--- src/logic/slice_cfg_pkg.sv ---
package slice_cfg_pkg;

  // --------------------------------------------------------------------------
  // Slice geometry
  // --------------------------------------------------------------------------

  // One slice word holds one FP32 value or two FP16 values
  localparam int unsigned SLICE_WIDTH = 32;
  localparam int unsigned NUM_LANES   = 2;

  localparam int unsigned FP32_WIDTH = 32;
  localparam int unsigned FP16_WIDTH = 16;

  // Exponent and mantissa sizes, used for NaN classification
  localparam int unsigned FP32_EXP_BITS = 8;
  localparam int unsigned FP32_MAN_BITS = 23;
  localparam int unsigned FP16_EXP_BITS = 5;
  localparam int unsigned FP16_MAN_BITS = 10;

  // --------------------------------------------------------------------------
  // Timing and special values
  // --------------------------------------------------------------------------

  // Register stages in every lane
  localparam int unsigned NUM_PIPE_REGS = 2;

  // Canonical quiet NaNs
  localparam logic [FP16_WIDTH-1:0] FP16_QNAN = 16'h7e00;
  localparam logic [FP32_WIDTH-1:0] FP32_QNAN = 32'h7fc0_0000;

endpackage

--- src/logic/slice_op_pkg.sv ---
package slice_op_pkg;

  import slice_cfg_pkg::*;

  // Non-computational operations
  typedef enum logic [2:0] {
    SGNJ,
    SGNJN,
    SGNJX,
    MIN,
    MAX
  } operation_e;

  typedef enum logic {
    FP32,
    FP16
  } fp_format_e;

  // IEEE exception flags, only nv is raised by this slice
  typedef struct packed {
    logic nv;
    logic dz;
    logic of;
    logic uf;
    logic nx;
  } status_t;

  // Slice word seen as one FP32 value or as two FP16 halves
  typedef union packed {
    logic [FP32_WIDTH-1:0]                fp32;
    logic [NUM_LANES-1:0][FP16_WIDTH-1:0] fp16;
  } slice_word_u;

  typedef struct packed {
    operation_e  op;
    fp_format_e  fmt;
    logic        vectorial;
    logic [NUM_LANES-1:0] mask;
    slice_word_u operand_a;
    slice_word_u operand_b;
  } slice_req_t;

  // Travels with every item through the lanes
  typedef struct packed {
    fp_format_e fmt;
    logic       vectorial;
  } lane_aux_t;

  typedef struct packed {
    operation_e             op;
    fp_format_e             fmt;
    logic [SLICE_WIDTH-1:0] operand_a;
    logic [SLICE_WIDTH-1:0] operand_b;
    logic                   mask;
    lane_aux_t              aux;
  } lane_req_t;

  typedef struct packed {
    logic [SLICE_WIDTH-1:0] result;
    status_t                status;
    logic                   mask;
    lane_aux_t              aux;
  } lane_rsp_t;

  typedef struct packed {
    slice_word_u result;
    status_t     status;
  } slice_rsp_t;

endpackage

--- src/logic/lane_pipe.sv ---
module lane_pipe (
  input  logic                    clk_i,
  input  logic                    reset_i,
  input  slice_op_pkg::lane_rsp_t data_i,
  input  logic                    valid_i,
  output logic                    ready_o,
  output slice_op_pkg::lane_rsp_t data_o,
  output logic                    valid_o,
  input  logic                    ready_i,
  output logic                    busy_o
);

  import slice_cfg_pkg::*;
  import slice_op_pkg::*;

  // Index i holds the item after i register stages
  lane_rsp_t [0:NUM_PIPE_REGS] stage_data;
  logic      [0:NUM_PIPE_REGS] stage_valid;
  logic      [0:NUM_PIPE_REGS] stage_ready;

  assign stage_data[0]  = data_i;
  assign stage_valid[0] = valid_i;
  assign ready_o        = stage_ready[0];

  for (genvar i = 0; i < NUM_PIPE_REGS; i++) begin : gen_stage
    logic load;

    // Advance when the next stage moves on or only holds a bubble
    assign stage_ready[i] = stage_ready[i+1] || !stage_valid[i+1];
    assign load           = stage_ready[i] && stage_valid[i];

    always_ff @(posedge clk_i) begin
      if (reset_i) begin
        stage_valid[i+1] <= 1'b0;
      end else if (stage_ready[i]) begin
        stage_valid[i+1] <= stage_valid[i];
      end
    end

    // Payload only moves together with a real item
    always_ff @(posedge clk_i) begin
      if (load) begin
        stage_data[i+1] <= stage_data[i];
      end
    end
  end

  // Downstream ready enters at the last stage
  assign stage_ready[NUM_PIPE_REGS] = ready_i;

  assign data_o  = stage_data[NUM_PIPE_REGS];
  assign valid_o = stage_valid[NUM_PIPE_REGS];
  assign busy_o  = |stage_valid[1:NUM_PIPE_REGS];

endmodule

--- src/logic/lane_unit.sv ---
module lane_unit #(
  parameter bit Fp32Enable = 1'b1
) (
  input  logic                    clk_i,
  input  logic                    reset_i,
  input  slice_op_pkg::lane_req_t req_i,
  input  logic                    valid_i,
  output logic                    ready_o,
  output slice_op_pkg::lane_rsp_t rsp_o,
  output logic                    valid_o,
  input  logic                    ready_i,
  output logic                    busy_o
);

  import slice_cfg_pkg::*;
  import slice_op_pkg::*;

  // Operand split into sign and magnitude plus its NaN class
  typedef struct packed {
    logic                  sign;
    logic [FP32_WIDTH-2:0] mag;
    logic                  is_nan;
    logic                  is_snan;
  } operand_info_t;

  logic          is_fp32;
  operand_info_t info_a;
  operand_info_t info_b;
  lane_rsp_t     op_rsp;

  function automatic operand_info_t decode(logic [SLICE_WIDTH-1:0] word, logic fp32);
    operand_info_t info;
    if (fp32) begin
      info.sign   = word[FP32_WIDTH-1];
      info.mag    = word[FP32_WIDTH-2:0];
      info.is_nan = (&word[FP32_WIDTH-2 -: FP32_EXP_BITS]) && (|word[FP32_MAN_BITS-1:0]);
      // Quiet bit is the top mantissa bit
      info.is_snan = info.is_nan && !word[FP32_MAN_BITS-1];
    end else begin
      info.sign    = word[FP16_WIDTH-1];
      info.mag     = (FP32_WIDTH-1)'(word[FP16_WIDTH-2:0]);
      info.is_nan  = (&word[FP16_WIDTH-2 -: FP16_EXP_BITS]) && (|word[FP16_MAN_BITS-1:0]);
      info.is_snan = info.is_nan && !word[FP16_MAN_BITS-1];
    end
    return info;
  endfunction

  // FP16 results come out NaN-boxed
  function automatic logic [SLICE_WIDTH-1:0] encode(logic sign, logic [FP32_WIDTH-2:0] mag,
                                                    logic fp32);
    if (fp32) begin
      return {sign, mag};
    end
    return {{FP16_WIDTH{1'b1}}, sign, mag[FP16_WIDTH-2:0]};
  endfunction

  // A lane without FP32 support runs every item as FP16
  assign is_fp32 = Fp32Enable && (req_i.fmt == FP32);

  assign info_a = decode(req_i.operand_a, is_fp32);
  assign info_b = decode(req_i.operand_b, is_fp32);

  // --------------------------------------------------------------------------
  // Sign injection and min/max
  // --------------------------------------------------------------------------
  always_comb begin : compute
    logic a_less;

    // Sign-magnitude order, -0 below +0
    if (info_a.sign != info_b.sign) begin
      a_less = info_a.sign;
    end else if (info_a.sign) begin
      a_less = info_a.mag > info_b.mag;
    end else begin
      a_less = info_a.mag < info_b.mag;
    end

    op_rsp.result = encode(info_a.sign, info_a.mag, is_fp32);
    op_rsp.status = '0;
    op_rsp.mask   = req_i.mask;
    op_rsp.aux    = req_i.aux;

    case (req_i.op)
      SGNJ:  op_rsp.result = encode(info_b.sign, info_a.mag, is_fp32);
      SGNJN: op_rsp.result = encode(!info_b.sign, info_a.mag, is_fp32);
      SGNJX: op_rsp.result = encode(info_a.sign ^ info_b.sign, info_a.mag, is_fp32);
      MIN, MAX: begin
        op_rsp.status.nv = info_a.is_snan || info_b.is_snan;
        if (info_a.is_nan && info_b.is_nan) begin
          op_rsp.result = is_fp32 ? FP32_QNAN : {{FP16_WIDTH{1'b1}}, FP16_QNAN};
        end else if (info_a.is_nan) begin
          op_rsp.result = encode(info_b.sign, info_b.mag, is_fp32);
        end else if (info_b.is_nan) begin
          op_rsp.result = encode(info_a.sign, info_a.mag, is_fp32);
        end else if (a_less == (req_i.op == MIN)) begin
          op_rsp.result = encode(info_a.sign, info_a.mag, is_fp32);
        end else begin
          op_rsp.result = encode(info_b.sign, info_b.mag, is_fp32);
        end
      end
      default: ;
    endcase
  end

  lane_pipe u_lane_pipe (
    .clk_i   (clk_i),
    .reset_i (reset_i),
    .data_i  (op_rsp),
    .valid_i (valid_i),
    .ready_o (ready_o),
    .data_o  (rsp_o),
    .valid_o (valid_o),
    .ready_i (ready_i),
    .busy_o  (busy_o)
  );

endmodule

--- src/logic/result_assembly.sv ---
module result_assembly (
  input  slice_op_pkg::lane_rsp_t [slice_cfg_pkg::NUM_LANES-1:0] lane_rsp_i,
  input  logic [slice_cfg_pkg::NUM_LANES-1:0]                    lane_valid_i,
  output logic [slice_cfg_pkg::NUM_LANES-1:0]                    lane_ready_o,
  input  logic [slice_cfg_pkg::NUM_LANES-1:0]                    lane_busy_i,
  output slice_op_pkg::slice_rsp_t                               out_rsp_o,
  output logic                                                   out_valid_o,
  input  logic                                                   out_ready_i,
  output logic                                                   busy_o
);

  import slice_cfg_pkg::*;
  import slice_op_pkg::*;

  lane_aux_t            res_aux;
  logic [NUM_LANES-1:0] lane_active;
  slice_word_u          res_word;

  // Lane 0 carries the aux data of the item at the head
  assign res_aux = lane_rsp_i[0].aux;

  // Upper lane only takes part in vector results
  always_comb begin : handshake
    for (int lane = 0; lane < NUM_LANES; lane++) begin
      lane_ready_o[lane] = out_ready_i && ((lane == 0) || res_aux.vectorial);
      lane_active[lane]  = lane_valid_i[lane] && ((lane == 0) || res_aux.vectorial);
    end
  end

  // --------------------------------------------------------------------------
  // Result packing
  // --------------------------------------------------------------------------
  always_comb begin : pack_result
    if (res_aux.fmt == FP32) begin
      res_word.fp32 = lane_rsp_i[0].result;
    end else begin
      res_word.fp16[0] = lane_rsp_i[0].result[FP16_WIDTH-1:0];
      // Scalar FP16 gets NaN-boxed
      res_word.fp16[1] = res_aux.vectorial ? lane_rsp_i[1].result[FP16_WIDTH-1:0] : '1;
    end
  end

  // Masked-off lanes do not flag anything
  always_comb begin : collapse_status
    status_t status;
    status = '0;
    for (int lane = 0; lane < NUM_LANES; lane++) begin
      if (lane_active[lane]) begin
        status = status | (lane_rsp_i[lane].status & {$bits(status_t){lane_rsp_i[lane].mask}});
      end
    end
    out_rsp_o.status = status;
  end

  assign out_rsp_o.result = res_word;
  assign out_valid_o      = lane_valid_i[0];
  assign busy_o           = |lane_busy_i;

endmodule

--- src/logic/simd_slice_top.sv ---
module simd_slice_top (
  input  logic                     clk_i,
  input  logic                     reset_i,
  input  slice_op_pkg::slice_req_t in_req_i,
  input  logic                     in_valid_i,
  output logic                     in_ready_o,
  output slice_op_pkg::slice_rsp_t out_rsp_o,
  output logic                     out_valid_o,
  input  logic                     out_ready_i,
  output logic                     busy_o
);

  import slice_cfg_pkg::*;
  import slice_op_pkg::*;

  // Dispatch to lanes
  lane_req_t [NUM_LANES-1:0] lane_req;
  logic      [NUM_LANES-1:0] lane_in_valid;
  logic      [NUM_LANES-1:0] lane_in_ready;

  // Lanes to assembly
  lane_rsp_t [NUM_LANES-1:0] lane_rsp;
  logic      [NUM_LANES-1:0] lane_out_valid;
  logic      [NUM_LANES-1:0] lane_out_ready;
  logic      [NUM_LANES-1:0] lane_busy;

  slice_dispatch u_dispatch (
    .in_req_i     (in_req_i),
    .in_valid_i   (in_valid_i),
    .in_ready_o   (in_ready_o),
    .lane_req_o   (lane_req),
    .lane_valid_o (lane_in_valid),
    .lane_ready_i (lane_in_ready)
  );

  // Only lane 0 carries the FP32 datapath
  for (genvar lane = 0; lane < NUM_LANES; lane++) begin : gen_lane
    lane_unit #(
      .Fp32Enable (lane == 0)
    ) u_lane (
      .clk_i   (clk_i),
      .reset_i (reset_i),
      .req_i   (lane_req[lane]),
      .valid_i (lane_in_valid[lane]),
      .ready_o (lane_in_ready[lane]),
      .rsp_o   (lane_rsp[lane]),
      .valid_o (lane_out_valid[lane]),
      .ready_i (lane_out_ready[lane]),
      .busy_o  (lane_busy[lane])
    );
  end

  result_assembly u_assembly (
    .lane_rsp_i   (lane_rsp),
    .lane_valid_i (lane_out_valid),
    .lane_ready_o (lane_out_ready),
    .lane_busy_i  (lane_busy),
    .out_rsp_o    (out_rsp_o),
    .out_valid_o  (out_valid_o),
    .out_ready_i  (out_ready_i),
    .busy_o       (busy_o)
  );

endmodule

--- src/logic/slice_dispatch.sv ---
module slice_dispatch (
  input  slice_op_pkg::slice_req_t                           in_req_i,
  input  logic                                               in_valid_i,
  output logic                                               in_ready_o,
  output slice_op_pkg::lane_req_t [slice_cfg_pkg::NUM_LANES-1:0] lane_req_o,
  output logic [slice_cfg_pkg::NUM_LANES-1:0]                lane_valid_o,
  input  logic [slice_cfg_pkg::NUM_LANES-1:0]                lane_ready_i
);

  import slice_cfg_pkg::*;
  import slice_op_pkg::*;

  logic      vec_op;
  lane_aux_t aux_data;

  // Only FP16 items can be split over the lanes
  assign vec_op = in_req_i.vectorial && (in_req_i.fmt == FP16);

  assign aux_data.fmt       = in_req_i.fmt;
  assign aux_data.vectorial = vec_op;

  // Lane 0 sees every item, so its ready speaks for the slice
  assign in_ready_o = lane_ready_i[0];

  // --------------------------------------------------------------------------
  // Per-lane operand slicing
  // --------------------------------------------------------------------------
  always_comb begin : slice_operands
    for (int lane = 0; lane < NUM_LANES; lane++) begin
      lane_req_o[lane].op   = in_req_i.op;
      lane_req_o[lane].fmt  = in_req_i.fmt;
      lane_req_o[lane].mask = in_req_i.mask[lane];
      lane_req_o[lane].aux  = aux_data;

      if ((in_req_i.fmt == FP32) && (lane == 0)) begin
        lane_req_o[lane].operand_a = in_req_i.operand_a.fp32;
        lane_req_o[lane].operand_b = in_req_i.operand_b.fp32;
      end else begin
        // Each lane takes its own half, upper bits boxed
        lane_req_o[lane].operand_a = {{FP16_WIDTH{1'b1}}, in_req_i.operand_a.fp16[lane]};
        lane_req_o[lane].operand_b = {{FP16_WIDTH{1'b1}}, in_req_i.operand_b.fp16[lane]};
      end

      // Upper lane only works on vector items
      lane_valid_o[lane] = in_valid_i && ((lane == 0) || vec_op);
    end
  end

endmodule

--- config.mk ---
export PLATFORM = sky130hd
export DESIGN_NAME = simd_slice_top
export DESIGN_NICKNAME = d
export VERILOG_FILES = /design/src/logic/slice_cfg_pkg.sv /design/src/logic/slice_op_pkg.sv /design/src/logic/lane_pipe.sv /design/src/logic/lane_unit.sv /design/src/logic/result_assembly.sv /design/src/logic/simd_slice_top.sv /design/src/logic/slice_dispatch.sv
export SDC_FILE = /design/constraint.sdc
export NUM_CORES = 1
export LEC_CHECK = 0
export ABC_AREA = 1
export BUFFER_PORTS_ARGS = -buffer_cell sky130_fd_sc_hd__buf_2
export CAP_MARGIN = 20
export CORE_AREA = 10 10 179 114
export DETAILED_ROUTE_END_ITERATION = 10
export DIE_AREA = 0 0 189 124
export GPL_TIMING_DRIVEN = 0
export PLACE_DENSITY = 0.58
export SLEW_MARGIN = 10
export SYNTH_ARGS = -nofsm -noshare
export SYNTH_HDL_FRONTEND = slang
export SYNTH_SLANG_ARGS = --single-unit
--- constraint.sdc ---
create_clock -name clk_i -period 7.5 [get_ports clk_i]
set_input_delay 1.5 -clock clk_i [delete_from_list [all_inputs] [get_ports clk_i]]
set_output_delay 1.5 -clock clk_i [all_outputs]
set_load 0.02 [all_outputs]
After elaboration in Yosys (flattened, before gate mapping)
Cells that the tools add are included.
W data, S select, Z words.
{"block": "totals", "output_inout_bits": 40, "register_bits": 112, "inputBits": 75}
{"block": "op_classes", "n_lt_le_gt_ge": 4, "bitwise": 5, "mux": 83, "n_reduce_logical": 55, "eq_ne": 8}
{"cell": "$mux W32", "n": 19}
{"cell": "$mux W16", "n": 12}
{"cell": "$pmux W32 S4", "n": 1}
{"cell": "$mux W34", "n": 2}
{"cell": "$mux W64", "n": 1}
{"cell": "$pmux W16 S4", "n": 1}
{"cell": "$reduce_or A23 Y1", "n": 2}
{"cell": "$mux W1", "n": 45}
{"cell": "$reduce_or A10 Y1", "n": 4}
{"cell": "$gt A31 B31 Y1", "n": 1}
{"cell": "$lt A31 B31 Y1", "n": 1}
{"cell": "$logic_and A1 B1 Y1", "n": 22}
{"cell": "$reduce_and A5 Y1", "n": 4}
{"cell": "$reduce_and A8 Y1", "n": 2}
{"cell": "$gt A15 B15 Y1", "n": 1}
{"cell": "$lt A15 B15 Y1", "n": 1}
{"cell": "$logic_not A1 Y1", "n": 12}
{"cell": "$and A5 B5 Y5", "n": 2}
{"cell": "$mux W5", "n": 2}
{"cell": "$eq A3 B2 Y1 const B", "n": 2}
{"cell": "$logic_or A1 B1 Y1", "n": 6}
{"cell": "$or A5 B5 Y5", "n": 1}
{"cell": "$reduce_or A4 Y1", "n": 1}
{"cell": "$eq A3 B1 Y1 const B", "n": 1}
{"cell": "other kinds (6)", "n": 9}

Longest topological paths before layout
Gate-level depths: netlist (run 1).
{"block": "logic_depth", "depth_word": 20, "depth_mapped": 26, "depth_no_buf": 22}

Hierarchy
A second synthesis (run 1) with hierarchy kept.
{"block": "hier_totals", "hier_cells": 1184, "area_unflattened_um2": 10561.4}
{"mod": "lane_pipe", "n_inst": 2, "area_each_um2": 2800.2, "cells_each": 133}
{"mod": "lane_unit (gen_lane[0].u_lane)", "n_inst": 1, "area_each_um2": 2317.2, "cells_each": 464}
{"mod": "slice_dispatch", "n_inst": 1, "area_each_um2": 1098.6, "cells_each": 152}
{"mod": "lane_unit (gen_lane[1].u_lane)", "n_inst": 1, "area_each_um2": 1096.1, "cells_each": 213}
{"mod": "result_assembly", "n_inst": 1, "area_each_um2": 449.2, "cells_each": 89}

Worst setup path after synthesis (run 1)
No wires, ideal clock.
{"block": "synth_timing", "kind": "input to register", "start": "input port in_req_i[67] in the netlist's numbering", "end": "register gen_lane[0].u_lane.u_lane_pipe.stage_data[66] in the netlist's numbering, data pin", "t_arrival_ns": 4.084, "slack_ns": 3.160, "stages": 25, "t_required_ns": 7.244, "setup_ns": 0.256, "cell_sequence": "buf_2 > buf_1 > clkbuf_1 > nor2_1 > ha_1 > nand2_1 > nor2_2 > nand2_1 > nor2_2 > nand2_1 > nor2_1 > nand2_1 > nand2_1 > nand2_1 > nand2_1 > nand2_1 > nand2_1 > nand3_2 > nand2_4 > inv_4 > buf_6 > o21ai_2 > nand3_1 > nand2_1 > nand2_1"}
{"element": "start: declaration", "line_no": "simd_slice_top.sv:4", "source": "input slice_op_pkg::slice_req_t in_req_i,"}
{"element": "end signal: indexed assignment", "line_no": "lane_pipe.sv:43", "source": "stage_data[i+1] <= stage_data[i];"}
{"element": "end: declaration", "line_no": "lane_pipe.sv:17", "source": "lane_rsp_t [0:NUM_PIPE_REGS] stage_data;"}

==> metrics.yaml, run 1 <==
yosys:
  synth_cells: 798
  ys_ff_latch: 112
  ys.flop_type: "edfxtp_1"
  synthTopCellsByArea: "edfxtp_1, nand2_1, ha_1"
  synth_top_family_by_area: "simple AND/OR/NAND/NOR gates"
  synthMuxAreaShare_pct: 0
  async_flop_share_pct: 0
  syn_area_um2: 6880
  synth_xor_area_share_pct: 0.127
  synth_cell_types: 39
  ys_warn_count: 0
  yosys.area.top_type: "edfxtp_1"
  synth-edff-count: 108
  avgSynthCellArea_um2: 8.63
  synth_commonest_cells: "nand2_1, edfxtp_1, inv_1"
  ys_seq_area_share_pct: 48.3
  yosys.area_share.simple_pct: 22.5
  synth_compound_area_share_pct: 11.0
  yosys.area.top_type_share_pct: 47.1
  synth_most_common_cell: "nand2_1"
  synth_adder_area_share_pct: 8.51
power:
  power_leakage_nw: 3.64
  power.density_nw_per_um2: 192
  ir_drop_mv: 0.105
clocking:
  clock_sinks: 112
  clock_latency_ns: 0.33
  h-tree-depth: 3
  cts_inserted_buffers: 9
  cts_hold_buf: 0
  clock_path_buffers: 2
  cts_setup_buffers: 0
  post_cts_resized: 0
  clkTransAtPathRegs_ns: 0.07
  cts_root_buffer: "clkbuf_16"
  cts_tree: "yes"
floorplan:
  start_util_pct: 40.5
  io_pins: 115
  die-area_um2: 23400
  die_w_um: 189
  die_y_um: 124
  core_um2: 17000
  row_count: 37
critical_path:
  r2r_cells: 4
  cpPeakStageDelay_ns: 0.49
  reg2reg_slack_ns: 5.87
  criticalPathCategory: "input port to register"
  worstPathRequired_ns: 7.53
  r2r-start: "gen_lane[0].u_lane.u_lane_pipe.data_o[0]"
  crit_chain: "buf_2, buf_2, buf_1, clkbuf_1, nor2_1, ha_1, nand2_1, nor2_2, nand2_1, nor2_2, nand2_1, nor2_1, nand2_1, nand2_1, nand2_1, nand2_1, nand2_1, nand2_1, nand3_2, nand2_4, buf_4, nand3_1, nand3_1, o21ai_0"
  startpoint_type: "input port"
  crit_path_frequent_cell: "nand2_1"
  cp.arrival_ns: 5.38
  path_max_fanout: 10
  reg2reg_to: "gen_lane[1].u_lane.u_lane_pipe.stage_data[53]"
  path_buf_inv: 5
  slowest_stage: "clkbuf_1"
  end_kind: "register"
  critical-path-top-delay-family: "buffers and inverters"
timing:
  tightest_slew_ns: 0.807
  finalCritPeriodShare_pct: 71.4
  setup_violations: 0
  timing.hold.ws_ns: 0.417
  rsz0062_at_grt: "no"
  max_freq_mhz: 187
  fin_crit_ns: 5.35
  layout_setup_ws_ns: 2.15
  slew_violations: 0
  final.setup.tns_ns: 0
  finalHoldViolations: 0
  fin_skew_ns: 0.00489
  slew_headroom_pct: 46.1
routing:
  drt-pass1-iter-count: 5
  vias: 5918
  wl_um: 20600
  final_antenna_net_count: 0
  drt_iter0_drc: 578
  wl_per_cell_um: 17.7
  drc: 0
  detail_route.vias_per_cell: 5.08
placement:
  dpl-instance-area_um2: 7790
  dpl.cell_count: 1147
  finalWeightedCongestion: 0.965
  io_buffers: 110
  post-dp-hpwl_um: 16500
  preCtsSetupSlack_ns: 1.88
finish:
  final_area_um2: 8080
  fillCellCount: 1735
  synthToLayoutAreaGrowth_pct: 17.3
  final_cells: 1164
  drive_gt1_share_pct: 19.5
  final_nets: 1045
grt:
  grt_antenna_before_repair: 2
  overflow: 0
  grt_max_degree: 37
  grt_pass1_wl_um: 31500
  grt_pass1_vias: 5367
  track_usage_pct: 17.3
min_path:
  hold_class: "register to register"
  min_from: "gen_lane[0].u_lane.u_lane_pipe.stage_data[60]"
  min_to: "gen_lane[0].u_lane.u_lane_pipe.data_o[20]"
  min_path_cells: 0
run_status:
  status: "finished clean"
job:
  maxCapViolations: 0
placed cells by master (no fill, tap or decap), drive strengths merged, types with 2 or more instances in the layout:
cell	synthesis	layout
nand2	192	192
buf	34	146
edfxtp	108	108
inv	95	98
nor2	81	81
o21ai	60	60
nand3	54	54
ha	46	46
a21oi	44	44
clkbuf	13	22
o22a	16	16
nor3	15	15
nand4	14	14
nor4	7	7
conb	1	4
dfxtp	4	4
clkinv	0	3
a21o	2	2
o22ai	2	2
a31oi	2	2
stage by stage:
stage	utilization, %	power (mW)
5_1_grt	47.5	1.63
3_5_place_dp	45.9	1.12
3_3_place_gp	45.5	1.11
6_report	47.5	1.55
2_1_floorplan	-	0.983
4_1_cts	47.5	1.55
power by group:
part | internal (mW) | switching, mW | total (mW) | leakage (nW)
Sequential | 0.736 | 0.00981 | 0.746 | 1.05
Clock | 0.229 | 0.210 | 0.439 | 0.136
Combinational | 0.121 | 0.241 | 0.362 | 2.45
Total | 1.09 | 0.461 | 1.55 | 3.64
layout make-up:
type | instances | area [um2] | share of cell area, %
Multi-Input combinational cell | 547 | 2930 | 36.3
Clock inverter | 7 | 53.8 | 0.666
Sequential cell | 112 | 3320 | 41.1
Buffer | 47 | 297 | 3.67
Clock buffer | 9 | 225 | 2.79
Tap cell | 234 | 293 | 3.63
Inverter | 95 | 359 | 4.45
Antenna cell | 1 | 2.50 | 0.0310
Timing Repair Buffer | 112 | 593 | 7.34
routing by layer:
| layer | wire length, um | track usage (%) | vias to the layer above |
|---|---|---|---|
| li1 | - | - | 2955 |
| met1 | 10800 | 28.2 | 2699 |
| met2 | 7510 | 22.0 | 255 |
| met3 | 2130 | 3.69 | 9 |
| met4 | 140 | 3.65 | 0 |
| met5 | 0 | 0 | - |
worst max path at each step:
stage	startpoint	cells past startpoint	to
final	in_req_i[67]	24	gen_lane[0].u_lane.u_lane_pipe.stage_data[76]
after global routing	in_req_i[67]	23	gen_lane[0].u_lane.u_lane_pipe.stage_data[48]
after detailed placement	in_req_i[67]	24	gen_lane[0].u_lane.u_lane_pipe.stage_data[76]
after global placement	in_req_i[67]	24	gen_lane[0].u_lane.u_lane_pipe.stage_data[76]
after CTS	in_req_i[67]	23	gen_lane[0].u_lane.u_lane_pipe.stage_data[48]
after floorplan	in_req_i[67]	25	gen_lane[0].u_lane.u_lane_pipe.stage_data[66]
cell families after synthesis:
| group | Yosys count |
|---|---|
| compound gates | 130 |
| buf+inv | 142 |
| xor+xnor | 1 |
| simple gates | 365 |
| flops | 112 |
| fa+ha+maj | 47 |
| other cells | 1 |
state kept, by name, indices dropped and copies added, names as in the netlist:
signal	count
gen_lane.u_lane.u_lane_pipe.data_o	54
gen_lane.u_lane.u_lane_pipe.stage_data	54
gen_lane.u_lane.u_lane_pipe.stage_valid	2
gen_lane.u_lane.u_lane_pipe.valid_o	2
(Power assumes the default switching activity.)
==> run 2, diff against run 1 <==
ABC_AREA = 0   (was 1)
CORE_AREA = 10 10 173 110   (was 10 10 179 114)
DIE_AREA = 0 0 183 120   (was 0 0 189 124)
PLACE_DENSITY = 0.61   (was 0.58)
clock period = 4.8 ns   (was 7.5 ns; I/O delays follow)
==> run 2 against run 1 <==
Net effect: hold slack worse by 0.0040 ns; total power is 50% higher; non-clock buffer count shrank 5; largest cell class unchanged; largest power group unchanged; highest routed layer unchanged.
==> metrics.yaml, run 2 <==
clocking:
  post_cts_resized: 4  # was 0
  cts_inserted_buffers: 9  # unchanged
  clock_sinks: 112  # unchanged
  cts_setup_buffers: 0  # unchanged
  cts_hold_buf: 0  # unchanged
  cts_root_buffer: "clkbuf_16"  # unchanged
  clock_latency_ns: 0.35  # was 0.33 ns
  clkTransAtPathRegs_ns: 0.08  # was 0.07 ns
  cts_tree: "yes"  # unchanged
  clock_path_buffers: 2  # unchanged
  h-tree-depth: 3  # unchanged
finish:
  layout_common_cells: "buf_2, edfxtp_1, ha_1"  # was nand2_1, buf_2, edfxtp_1
  drive_gt1_share_pct: 24.2  # was 19.5%
  layout_commonest_cell: "buf_2"  # was nand2_1
  diodes: 0  # was 1
  final_nets: 827  # was 1045
  fillCellCount: 1492  # was 1735
  synthToLayoutAreaGrowth_pct: 19.2  # was 17.3%
yosys:
  synth_compound_area_share_pct: 17.7  # was 11.0%
  synth_top_family_by_area: "compound AO/OA/AOI/OAI gates"  # was simple AND/OR/NAND/NOR gates
  synth_cell_types: 58  # was 39
  ys_ff_latch: 112  # unchanged
  ys.flop_type: "edfxtp_1"  # unchanged
  synth_cells: 579  # was 798
  yosys.area.top_type_share_pct: 50.7  # was 47.1%
  synth_xor_area_share_pct: 0.137  # was 0.127%
  synth-edff-count: 108  # unchanged
  async_flop_share_pct: 0  # unchanged
  synthTopCellsByArea: "edfxtp_1, ha_1, o22a_1"  # was edfxtp_1, nand2_1, ha_1
  syn_area_um2: 6400  # was 6880 um2
  synth_adder_area_share_pct: 8.99  # was 8.51%
  synthMuxAreaShare_pct: 0  # unchanged
  synth_most_common_cell: "edfxtp_1"  # was nand2_1
  synth_commonest_cells: "edfxtp_1, ha_1, nand2_1"  # was nand2_1, edfxtp_1, inv_1
  yosys.area.top_type: "edfxtp_1"  # unchanged
  ys_warn_count: 0  # unchanged
  yosys.area_share.simple_pct: 14.5  # was 22.5%
  ys_seq_area_share_pct: 51.9  # was 48.3%
  avgSynthCellArea_um2: 11.1  # was 8.63 um2
critical_path:
  end_kind: "register"  # unchanged
  critical-path-top-delay-family: "simple AND/OR/NAND/NOR gates"  # was buffers and inverters
  crit_path_frequent_cell: "buf_6"  # was nand2_1
  crit_chain: "buf_2, clkbuf_2, clkbuf_1, nor2b_1, ha_1, nand4_1, nor4_2, a21boi_2, nor3_1, or4_4, a31o_1, buf_6, buf_6, a22o_1"  # was buf_2, buf_2, buf_1, clkbuf_1, nor2_1, ha_1, nand2_1, nor2_2, nand2_1, nor2_2, nand2_1, nor2_1, nand2_1, nand2_1, nand2_1, nand2_1, nand2_1, nand2_1, nand3_2, nand2_4, buf_4, nand3_1, nand3_1, o21ai_0
  path_buf_inv: 5  # unchanged
  slowest_stage: "clkbuf_1"  # unchanged
  path_max_fanout: 10  # unchanged
  startpoint_type: "input port"  # unchanged
  cpPeakStageDelay_ns: 0.52  # was 0.49 ns
  cp.arrival_ns: 4.73  # was 5.38 ns
  criticalPathCategory: "input port to register"  # unchanged
  worstPathRequired_ns: 4.90  # was 7.53 ns
power:
  ir_drop_mv: 0.182  # was 0.105 mV
  clkPwrFrac_pct: 31.8  # was 28.4%
  power.density_nw_per_um2: 304  # was 192 nW/um2
  power_leakage_nw: 3.07  # was 3.64 nW
  comb_power_share_pct: 18.5  # was 23.4%
  p_seq_share_pct: 49.8  # was 48.2%
  p_int_mw: 1.68  # was 1.09 mW
  power_switching_mw: 0.643  # was 0.461 mW
  netSwitchingFraction_pct: 27.7  # was 29.8%
timing:
  fin_skew_ns: 0.0128  # was 0.00489 ns
  max_freq_mhz: 216
  tightest_slew_ns: 0.816  # was 0.807 ns
  layout_setup_ws_ns: 0.164  # was 2.15 ns
  finalCritPeriodShare_pct: 96.6
  slew_headroom_pct: 44.9  # was 46.1%
  finalHoldViolations: 0  # unchanged
  slew_violations: 0  # unchanged
  rsz0062_at_grt: "no"  # unchanged
  fin_crit_ns: 4.64
  setup_violations: 0  # unchanged
  final.setup.tns_ns: 0  # unchanged
grt:
  overflow: 0  # unchanged
  grt_max_degree: 26  # was 37
  grt_pass1_wl_um: 28500  # was 31500 um
  track_usage_pct: 16.3  # was 17.3%
  grt_pass1_vias: 5115  # was 5367
  grt_antenna_before_repair: 0  # was 2
min_path:
  hold_class: "register to register"  # unchanged
routing:
  vias: 5239  # was 5918
  drc: 0  # unchanged
  drt-pass1-iter-count: 5  # unchanged
  wl_um: 18400  # was 20600 um
  wl_per_cell_um: 20.0  # was 17.7 um
  detail_route.vias_per_cell: 5.69  # was 5.08
  drt_iter0_drc: 436  # was 578
  final_antenna_net_count: 0  # unchanged
floorplan:
  die_y_um: 120  # was 124 um
  row_count: 36  # was 37
  start_util_pct: 40.1  # was 40.5%
  die_w_um: 183  # was 189 um
  die-area_um2: 22000  # was 23400 um2
  io_pins: 115  # unchanged
  core_um2: 15900  # was 17000 um2
placement:
  finalWeightedCongestion: 0.908  # was 0.965
  post-dp-hpwl_um: 14800  # was 16500 um
  preCtsSetupSlack_ns: -0.938  # was 1.88 ns
  io_buffers: 110  # unchanged
job:
  maxCapViolations: 0  # unchanged
run_status:
  status: "finished clean"  # unchanged
-- run 2: cell types whose count changed after synthesis, sizes merged, moves of 15 or more --
cell | before | now
nand2 | 192 | 46
inv | 95 | 44
nor2 | 81 | 34
nand3 | 54 | 10
o21ai | 60 | 30
a22o | 0 | 19
nor2b | 0 | 19
a21oi | 44 | 29
-- run 2: metal layers --
| metal | track usage (%) | wire, um | part of all wire [%] |
|---|---|---|---|
| met5 | 0 | 0 | 0 |
| met4 | 2.96 | 187 | 1.0 |
| met3 | 3.74 | 1440 | 7.9 |
| met2 | 24.0 | 7720 | 42 |
| met1 | 24.0 | 9020 | 49 |
-- run 2: kinds of logic (layout without fill, tap and decap cells) --
family	Yosys count	count (layout)
other cells	1	4
fa+ha+maj	46	46
buf+inv	85	214
simple gates	178	178
xor+xnor	1	1
compound gates	156	156
flops	112	112
-- run 2: metrics by stage --
stage	util (%)	total power, mW	hold slack [ns]	instances	instance area (um2)
2_1_floorplan	-	1.43	0.400	582	6410
3_3_place_gp	45.3	1.58	0.401	901	7220
3_5_place_dp	45.9	1.60	0.405	905	7320
4_1_cts	47.8	2.33	0.417	920	7620
5_1_grt	47.9	2.42	0.423	920	7630
6_report	47.9	2.32	0.413	920	7630
-- run 2: worst paths after layout --
| check | slack [ns] | from | to | depth (start not counted) |
|---|---|---|---|---|
| worst max-delay path | 0.16 | in_req_i[67] | gen_lane[0].u_lane.u_lane_pipe.stage_data[56] | 14 |
| worst min register to register | 0.41 | gen_lane[0].u_lane.u_lane_pipe.stage_data[68] | gen_lane[0].u_lane.u_lane_pipe.data_o[28] | 0 |
| worst min-delay path | 0.41 | gen_lane[0].u_lane.u_lane_pipe.stage_data[68] | gen_lane[0].u_lane.u_lane_pipe.data_o[28] | 0 |
| worst max register to register | 3.01 | gen_lane[0].u_lane.u_lane_pipe.data_o[0] | gen_lane[1].u_lane.u_lane_pipe.stage_data[58] | 3 |
-- run 2: area by class of cell --
type                       count  area [um2]  area share, %
clock buffer                   9         225           2.95
inverter                      44         165           2.16
clock inverter                 7        71.3          0.935
multi-input combinational    385        2690           35.3
timing repair buffer         114         628           8.23
tap                          209         262           3.43
buffer                        40         265           3.48
sequential                   112        3320           43.6
-- run 2: power groups by stage --
stage,Sequential (mW),Combinational [mW],Clock (mW)
floorplan,1.17,0.258,0
global placement,1.18,0.402,0
detailed placement,1.18,0.420,0
CTS,1.15,0.423,0.752
global route,1.16,0.472,0.789
finish,1.15,0.428,0.737
